==> config.mk <==
export PLATFORM = sky130hd
export DESIGN_NAME = conv_layer
export DESIGN_NICKNAME = d
export VERILOG_FILES = /design/src/hdl/conv_ctrl_pkg.sv /design/src/hdl/conv_layer_pkg.sv /design/src/hdl/conv_layer.sv /design/src/hdl/skip_adder.sv /design/src/hdl/mac_lane.sv /design/src/hdl/slice_feeder.sv /design/src/hdl/coef_rom.sv /design/src/hdl/layer_controller.sv
export SDC_FILE = /design/constraint.sdc
export NUM_CORES = 2
export LEC_CHECK = 0
export BUFFER_PORTS_ARGS = -buffer_cell sky130_fd_sc_hd__buf_2
export CORE_ASPECT_RATIO = 2
export CORE_MARGIN = 4
export CORE_UTILIZATION = 35
export CTS_CLUSTER_SIZE = 10
export DETAILED_ROUTE_END_ITERATION = 7
export PLACE_DENSITY = 0.57
export SKIP_CTS_REPAIR_TIMING = 1
export SLEW_MARGIN = 20
export SYNTH_ARGS = -nofsm -noshare
export SYNTH_HDL_FRONTEND = slang
export SYNTH_SLANG_ARGS = --single-unit
export TNS_END_PERCENT = 10
==> constraint.sdc <==
create_clock -name clk -period 9.5 [get_ports clk]
set_input_delay 1.425 -clock clk [delete_from_list [all_inputs] [get_ports clk]]
set_output_delay 1.425 -clock clk [all_outputs]
set_load 0.02 [all_outputs]
==> src/hdl/conv_ctrl_pkg.sv <==
// controller state and depth counter types
package conv_ctrl_pkg;

  // pixel pass sequence
  typedef enum logic [1:0] {
    st_idle,
    st_run,
    st_drain
  } ctrl_state;

  // depth slice index 0..3, doubles as drain counter
  typedef logic [1:0] depth_idx;

endpackage

==> src/hdl/conv_layer_pkg.sv <==
// datapath sizes and word types for the 1x1 conv stage
package conv_layer_pkg;

  // sample width in bits
  localparam int data_w = 16;
  // depth slices per output pixel
  localparam int depth_n = 4;
  // words per depth slice
  localparam int slice_n = 4;
  // accumulator width, room for 16 products plus the shifted bias
  localparam int acc_w = 40;
  // Q8.8 fraction bits
  localparam int frac_bits = 8;

  // signed Q8.8 sample
  typedef logic signed [data_w-1:0] data_word;
  // signed accumulator, Q24.16 after products
  typedef logic signed [acc_w-1:0] acc_word;

endpackage
==> src/hdl/conv_layer.sv <==
`timescale 1ns/1ps

module conv_layer
  import conv_layer_pkg::*;
  import conv_ctrl_pkg::*;
#(
  parameter int lanes  = 4,
  parameter int addr_w = 10
)
(
  input  logic              clk,
  input  logic              reset,
  input  logic              start,
  input  data_word          mem_data [depth_n*slice_n],
  input  data_word          skip_data [lanes],
  output logic [addr_w-1:0] mem_addr,
  output logic [addr_w-1:0] skip_addr,
  output logic [addr_w-1:0] out_addr,
  output data_word          filter_out [lanes],
  output logic              out_valid,
  output logic              busy
);

  // controller to feeder and rom
  depth_idx depth;
  logic     slice_strobe;
  // feeder to lanes
  data_word slice_data [slice_n];
  logic     slice_valid;
  logic     slice_first;
  logic     slice_last;
  // rom to lanes
  data_word weights [lanes][slice_n];
  data_word bias    [lanes];
  // lanes to skip adder
  acc_word  acc      [lanes];
  logic     acc_done [lanes];

  layer_controller #(
    .addr_w(addr_w)
  ) ctrl_i (
    .clk(clk),
    .reset(reset),
    .start(start),
    .busy(busy),
    .slice_strobe(slice_strobe),
    .depth(depth),
    .mem_addr(mem_addr),
    .skip_addr(skip_addr),
    .out_addr(out_addr)
  );

  coef_rom #(
    .lanes(lanes)
  ) rom_i (
    .clk(clk),
    .depth(depth),
    .slice_strobe(slice_strobe),
    .weights(weights),
    .bias(bias)
  );

  slice_feeder feeder_i (
    .clk(clk),
    .reset(reset),
    .slice_strobe(slice_strobe),
    .depth(depth),
    .mem_data(mem_data),
    .slice_data(slice_data),
    .slice_valid(slice_valid),
    .slice_first(slice_first),
    .slice_last(slice_last)
  );

  // one lane per output filter, all see the same slice
  for (genvar i = 0; i < lanes; i++)
  begin : g_lane
    mac_lane lane_i (
      .clk(clk),
      .reset(reset),
      .slice_valid(slice_valid),
      .slice_first(slice_first),
      .slice_last(slice_last),
      .slice_data(slice_data),
      .weights(weights[i]),
      .bias(bias[i]),
      .acc(acc[i]),
      .acc_done(acc_done[i])
    );
  end

  // lanes run in lockstep, lane 0 done stands for all
  skip_adder #(
    .lanes(lanes)
  ) skip_i (
    .clk(clk),
    .reset(reset),
    .acc(acc),
    .acc_done(acc_done[0]),
    .skip_data(skip_data),
    .filter_out(filter_out),
    .out_valid(out_valid)
  );

endmodule

==> src/hdl/skip_adder.sv <==
`timescale 1ns/1ps

module skip_adder
  import conv_layer_pkg::*;
#(
  parameter int lanes = 4
)
(
  input  logic     clk,
  input  logic     reset,
  input  acc_word  acc [lanes],
  input  logic     acc_done,
  input  data_word skip_data [lanes],
  output data_word filter_out [lanes],
  output logic     out_valid
);

  // signed 16-bit limits
  localparam acc_word sat_max = acc_word'(2 ** (data_w - 1) - 1);
  localparam acc_word sat_min = acc_word'(-(2 ** (data_w - 1)));

  acc_word  sum_w [lanes];
  data_word sat_w [lanes];

  always_comb
  begin
    for (int i = 0; i < lanes; i++)
    begin
      // back to Q8.8, then residual add
      sum_w[i] = (acc[i] >>> frac_bits) + acc_word'(skip_data[i]);
      // clamp to the sample range
      if (sum_w[i] > sat_max)
        sat_w[i] = data_word'(sat_max);
      else if (sum_w[i] < sat_min)
        sat_w[i] = data_word'(sat_min);
      else
        sat_w[i] = data_word'(sum_w[i]);
    end
  end

  // result held until the next pixel
  always_ff @(posedge clk)
  begin
    if (acc_done)
    begin
      filter_out <= sat_w;
    end
  end

  always_ff @(posedge clk)
  begin
    if (reset)
      out_valid <= 1'b0;
    else
      out_valid <= acc_done;
  end

endmodule

==> src/hdl/mac_lane.sv <==
`timescale 1ns/1ps

module mac_lane
  import conv_layer_pkg::*;
(
  input  logic     clk,
  input  logic     reset,
  input  logic     slice_valid,
  input  logic     slice_first,
  input  logic     slice_last,
  input  data_word slice_data [slice_n],
  input  data_word weights    [slice_n],
  input  data_word bias,
  output acc_word  acc,
  output logic     acc_done
);

  // dot product of the current slice
  acc_word slice_sum;
  // bias moved up to product scale, Q8.8 * Q8.8 = Q.16
  acc_word bias_ext;

  always_comb
  begin
    slice_sum = '0;
    for (int k = 0; k < slice_n; k++)
    begin
      // signed operands, sign extended to accumulator width
      slice_sum = slice_sum + slice_data[k] * weights[k];
    end
  end

  assign bias_ext = acc_word'(bias) <<< frac_bits;

  // first slice restarts from bias, no carry over from the last pixel
  always_ff @(posedge clk)
  begin
    if (slice_valid)
    begin
      if (slice_first)
      begin
        acc <= bias_ext + slice_sum;
      end
      else
      begin
        acc <= acc + slice_sum;
      end
    end
  end

  // done one cycle after the last slice, acc is final then
  always_ff @(posedge clk)
  begin
    if (reset)
    begin
      acc_done <= 1'b0;
    end
    else
    begin
      acc_done <= slice_valid && slice_last;
    end
  end

endmodule

==> src/hdl/slice_feeder.sv <==
`timescale 1ns/1ps

module slice_feeder
  import conv_layer_pkg::*;
  import conv_ctrl_pkg::*;
(
  input  logic     clk,
  input  logic     reset,
  input  logic     slice_strobe,
  input  depth_idx depth,
  input  data_word mem_data [depth_n*slice_n],
  output data_word slice_data [slice_n],
  output logic     slice_valid,
  output logic     slice_first,
  output logic     slice_last
);

  // slice words, base at 4 * depth
  always_ff @(posedge clk)
  begin
    if (slice_strobe)
    begin
      for (int k = 0; k < slice_n; k++)
      begin
        slice_data[k] <= mem_data[int'(depth) * slice_n + k];
      end
    end
  end

  // strobes delayed to match the data
  always_ff @(posedge clk)
  begin
    if (reset)
    begin
      slice_valid <= 1'b0;
      slice_first <= 1'b0;
      slice_last  <= 1'b0;
    end
    else
    begin
      slice_valid <= slice_strobe;
      slice_first <= slice_strobe && (depth == '0);
      slice_last  <= slice_strobe && (depth == depth_idx'(depth_n - 1));
    end
  end

endmodule

==> src/hdl/coef_rom.sv <==
`timescale 1ns/1ps

module coef_rom
  import conv_layer_pkg::*;
  import conv_ctrl_pkg::*;
#(
  parameter int lanes = 4
)
(
  input  logic     clk,
  input  depth_idx depth,
  input  logic     slice_strobe,
  output data_word weights [lanes][slice_n],
  output data_word bias    [lanes]
);

  // bias step per filter, raw Q8.8 units
  localparam int bias_step = 16;

  // weight(f, d, k) = f + d - k in Q8.8
  // loaded with the slice so it lines up with the feeder output
  always_ff @(posedge clk)
  begin
    if (slice_strobe)
    begin
      for (int f = 0; f < lanes; f++)
      begin
        for (int k = 0; k < slice_n; k++)
        begin
          weights[f][k] <= data_word'((f + int'(depth) - k) <<< frac_bits);
        end
      end
    end
  end

  // biases do not depend on depth
  always_comb
  begin
    for (int f = 0; f < lanes; f++)
    begin
      bias[f] = data_word'(bias_step * (f + 1));
    end
  end

endmodule

==> src/hdl/layer_controller.sv <==
`timescale 1ns/1ps

module layer_controller
  import conv_layer_pkg::*;
  import conv_ctrl_pkg::*;
#(
  parameter int addr_w = 10
)
(
  input  logic              clk,
  input  logic              reset,
  input  logic              start,
  output logic              busy,
  output logic              slice_strobe,
  output depth_idx          depth,
  output logic [addr_w-1:0] mem_addr,
  output logic [addr_w-1:0] skip_addr,
  output logic [addr_w-1:0] out_addr
);

  // last slice of a pass
  localparam depth_idx last_depth = depth_idx'(depth_n - 1);
  // drain covers feeder, lane and skip adder stages, three cycles
  localparam depth_idx last_drain = depth_idx'(2);

  ctrl_state         state;
  depth_idx          depth_cnt;
  logic [addr_w-1:0] pixel_cnt;
  logic [addr_w-1:0] pass_addr;

  always_ff @(posedge clk)
  begin
    if (reset)
    begin
      state     <= st_idle;
      depth_cnt <= '0;
      pixel_cnt <= '0;
      pass_addr <= '0;
    end
    else
    begin
      case (state)
        st_idle:
        begin
          depth_cnt <= '0;
          // start only honoured here, so a start while busy is dropped
          if (start)
          begin
            state     <= st_run;
            pass_addr <= pixel_cnt;
          end
        end
        st_run:
        begin
          // one slice per cycle, wraps to 0 for the drain count
          depth_cnt <= depth_cnt + 1'b1;
          if (depth_cnt == last_depth)
          begin
            state <= st_drain;
          end
        end
        st_drain:
        begin
          if (depth_cnt == last_drain)
          begin
            state     <= st_idle;
            depth_cnt <= '0;
            // pixel done, move to next address
            pixel_cnt <= pixel_cnt + 1'b1;
          end
          else
          begin
            depth_cnt <= depth_cnt + 1'b1;
          end
        end
        default:
        begin
          state <= st_idle;
        end
      endcase
    end
  end

  assign busy         = (state != st_idle);
  assign slice_strobe = (state == st_run);
  assign depth        = depth_cnt;

  // input memory follows the live counter
  assign mem_addr  = pixel_cnt;
  // skip and output address latched at pass start
  assign skip_addr = pass_addr;
  assign out_addr  = pass_addr;

endmodule

==> impl_metrics.csv <==
group,metric,value,unit
global_route,use_met1,0.226,
yosys,ys_seq_area_frac,0.114,
placed_design,dpl_cell_area,0.0933,sq mm
timing,rsz0062_at_grt,"yes",
timing,fin_skew,0.0446,ns
timing,finalWorstSetupSlack,-0.616,ns
placed_design,hpwl,251000,microns
global_route,antenna_found_initial,17,
timing,worstMarginPinSlew,0.968,ns
global_route,met3_usage,0.0261,
global_route,grt_usage,0.241,
layout,drive_gt1_frac,0.225,
floorplan,start_util,0.352,
yosys,synth_flop_cell,"edfxtp_1",
worst_setup_path,critPathMaxStageDelay,0.54,ns
global_route,grt_first_pass_wirelength,421000,microns
timing,final-hold-violation-count,0,
detailed_routing,ant_nets,0,
floorplan,die_w,341,microns
timing,fin_crit_sh,1.06,
detailed_routing,num_vias,68900,
placed_design,gp_congestion,0.977,
floorplan,io_pins,419,
floorplan,coreArea,0.221,sq mm
detailed_routing,wl_per_cell,21.0,microns
worst_setup_path,cp.depth,48,
clocking,clk_pin_slew,0.08,ns
layout,fin_nets,12900,
worst_setup_path,cp_top_family,"adder cells",
worst_setup_path,path_class,"reg -> reg",
worst_setup_path,r2r_cells,48,
worst_setup_path,cp-end-kind,"flop",
run,maxCapViolCount,0,
run_status,violations,"negative setup slack",
detailed_routing,drc,0,
worst_setup_path,crit_buf_inv,6,
clocking,ctsRootBufferMaster,"clkbuf_16",
clocking,clockBufferDepth,3,
yosys,ys.warnings.count,0,
timing,period_needed,10.12,ns
yosys,synth_area,0.0778,sq mm
clocking,cts_tree,"built",
worst_setup_path,reg2reg_slack,-0.62,ns
timing,slew_headroom,0.350,
worst_setup_path,crit_path_start,"feeder_i.slice_data[35]$_DFFE_PP_",
worst_setup_path,reg2reg_to,"g_lane[3].lane_i.acc[39]$_DFFE_PP_",
worst_setup_path,path_common_cell,"fa_1",
clocking,cts_buffers,42,
worst_setup_path,required,9.87,ns
clocking,insertion_delay,0.69,ns
global_route,use_met2,0.475,
worst_setup_path,arrival,10.49,ns
yosys,syn-instance-count,8913,
global_route,grt_pass1_vias,74100,
worst_setup_path,cp_slowest_cell,"fa_1",
placed_design,portBuffers,418,
run_status,status,"complete, but fails checks",
yosys,synth_seq_cells,305,
global_route,overflow,0,
yosys,syn_area_per_cell,8.73,sq um
timing,setup_violations,14,
floorplan,core.rowCount,244,
worst_setup_path,start_kind,"flop",
floorplan,die_h,675,microns
yosys,yosysUniqueCellTypes,97,
worst_setup_path,r2r_start,"feeder_i.slice_data[35]$_DFFE_PP_",
worst_hold_path,holdCritPathClass,"reg -> reg",
detailed_routing,first_pass_iters,7,
worst_setup_path,worst-path-max-fanout,8,
global_route,grt_max_degree,142,
global_route,grt.busiest_layer,"met2",
layout,design_area,0.0974,sq mm
layout,fillers,22000,
floorplan,dieArea,0.230,sq mm
detailed_routing,routed_via_density,5.10,
layout,syn2layout_area_growth,25.1,%
yosys,synthArstFlopShare,0,
detailed_routing,drt_wl_total,284000,microns
timing,slew_viol_final,0,
clocking,htreeDepth,2,
detailed_routing,drtIter0Drc,2611,
timing,fmax,0.0989,GHz
yosys,synth-edff-count,276,
worst_setup_path,worstSetupEndpoint,"g_lane[3].lane_i.acc[39]$_DFFE_PP_",
clocking,cts.sinks,305,
==> synth_stat cells (143+ instances only) <==
master | instances | area share
clkbuf_1 | 197 | 0.0095
edfxtp_1 | 276 | 0.11
nor2_1 | 461 | 0.022
nand3_1 | 143 | 0.0092
and2_1 | 497 | 0.040
fa_1 | 928 | 0.24
nand2_1 | 520 | 0.025
xnor2_1 | 412 | 0.046
o21ai_0 | 326 | 0.021
a21oi_1 | 504 | 0.032
a21o_1 | 228 | 0.022
ha_1 | 1111 | 0.18
xor2_1 | 227 | 0.026
inv_1 | 1775 | 0.086
==> how the worst min path moves through the flow <==
stage	start	endpoint	slack (ns)	cells past startpoint
2_1_floorplan	feeder_i.slice_last$_SDFF_PP0_	g_lane[0].lane_i.acc_done$_SDFF_PP0_	0.40	2
3_3_place_gp	ctrl_i.out_addr[0]$_SDFFE_PP0P_	ctrl_i.out_addr[0]$_SDFFE_PP0P_	0.46	2
3_5_place_dp	feeder_i.slice_last$_SDFF_PP0_	g_lane[0].lane_i.acc_done$_SDFF_PP0_	0.46	2
4_1_cts	ctrl_i.out_addr[0]$_SDFFE_PP0P_	ctrl_i.out_addr[0]$_SDFFE_PP0P_	0.47	2
5_1_grt	ctrl_i.out_addr[9]$_SDFFE_PP0P_	ctrl_i.out_addr[9]$_SDFFE_PP0P_	0.50	2
6_report	ctrl_i.out_addr[2]$_SDFFE_PP0P_	ctrl_i.out_addr[2]$_SDFFE_PP0P_	0.47	2
==> cell usage in the layout (no fill, tap or decap), types with 27 or more instances in the layout <==
| cell type | instances |
|---|---|
| inv_1 | 1743 |
| buf_4 | 1315 |
| ha_1 | 1053 |
| fa_1 | 902 |
| nand2_1 | 505 |
| and2_1 | 489 |
| nor2_1 | 444 |
| a21oi_1 | 423 |
| buf_2 | 418 |
| xnor2_1 | 383 |
| o21ai_0 | 280 |
| edfxtp_1 | 276 |
| a21o_1 | 228 |
| xor2_1 | 214 |
| nand3_1 | 138 |
| nor3_1 | 131 |
| nand2b_1 | 122 |
| o21bai_1 | 91 |
| a21oi_2 | 71 |
| nor2b_1 | 65 |
| mux4_2 | 64 |
| and3_1 | 60 |
| o21a_1 | 52 |
| o21ai_1 | 46 |
| a31oi_1 | 45 |
| ha_4 | 44 |
| clkbuf_16 | 43 |
| nand4_1 | 37 |
| a211oi_1 | 36 |
| buf_12 | 35 |
| inv_2 | 33 |
| o211ai_1 | 33 |
| o31ai_1 | 27 |
==> cell type report <==
class                           count  area [sq um]  share of cell area
Multi-Input combinational cell   6607         63800               0.655
Timing Repair Buffer             1795         13000               0.133
Sequential cell                   305          8890              0.0913
Inverter                         1778          6670              0.0685
Tap cell                         2952          3690              0.0379
Clock buffer                       51          1130              0.0116
Clock inverter                     15           165             0.00170
Antenna cell                       12          30.0            0.000308
==> stage by stage <==
stage,setup TNS [ns],cells,util,setup slack [ns],hold slack (ns)
2_1_floorplan,-0.0158,8921,-,-0.0116,0.395
3_3_place_gp,-20.42,13400,0.422,-1.03,0.459
3_5_place_dp,-22.53,13400,0.422,-1.15,0.459
4_1_cts,-25.40,13500,0.428,-1.19,0.474
5_1_grt,-14.01,13500,0.440,-1.07,0.499
6_report,-3.73,13500,0.440,-0.616,0.469
==> registers in the layout, indices dropped and copies added (netlist names) <==
register                cells
rom_i.weights              20
feeder_i.slice_valid        1
skip_i.filter_out          64
ctrl_i.mem_addr            10
g_lane.lane_i.acc_done      1
g_lane.lane_i.acc         128
feeder_i.slice_data        64
feeder_i.slice_last         1
feeder_i.slice_first        1
ctrl_i.state                2
ctrl_i.depth                2
ctrl_i.out_addr            10
skip_i.out_valid            1
==> cell families (layout without fill, tap and decap cells) <==
kind of cell               after synthesis  after routing  synth area share
and+or+nand+nor                       2184           2184             0.141
adders and majority gates             2039           2039             0.417
buffers and inverters                 2009           3639            0.0976
AOI/OAI and AO/OA                     1645           1645             0.136
xor gates and xnor gates               639            639            0.0719
DFF                                    305            305             0.114
muxes                                   90             90            0.0220
other                                    2             22         0.0000965
==> metal layers <==
metal / up-vias / part of all wire
met3: 757 / 0.036
met5: - / 0.00015
met2: 1647 / 0.54
met4: 6 / 0.094
met1: 34000 / 0.33
li1: 32600 / -
==> tightest hold or removal path: stages (launching register included) <==
cell and delay [ns]:
dfxtp_1 0.31, nand2_1 0.05, a21oi_1 0.05
Power is left out: the tool's default activity adds up to more than one toggle a clock period on the data nets, which glitch-free logic cannot reach.
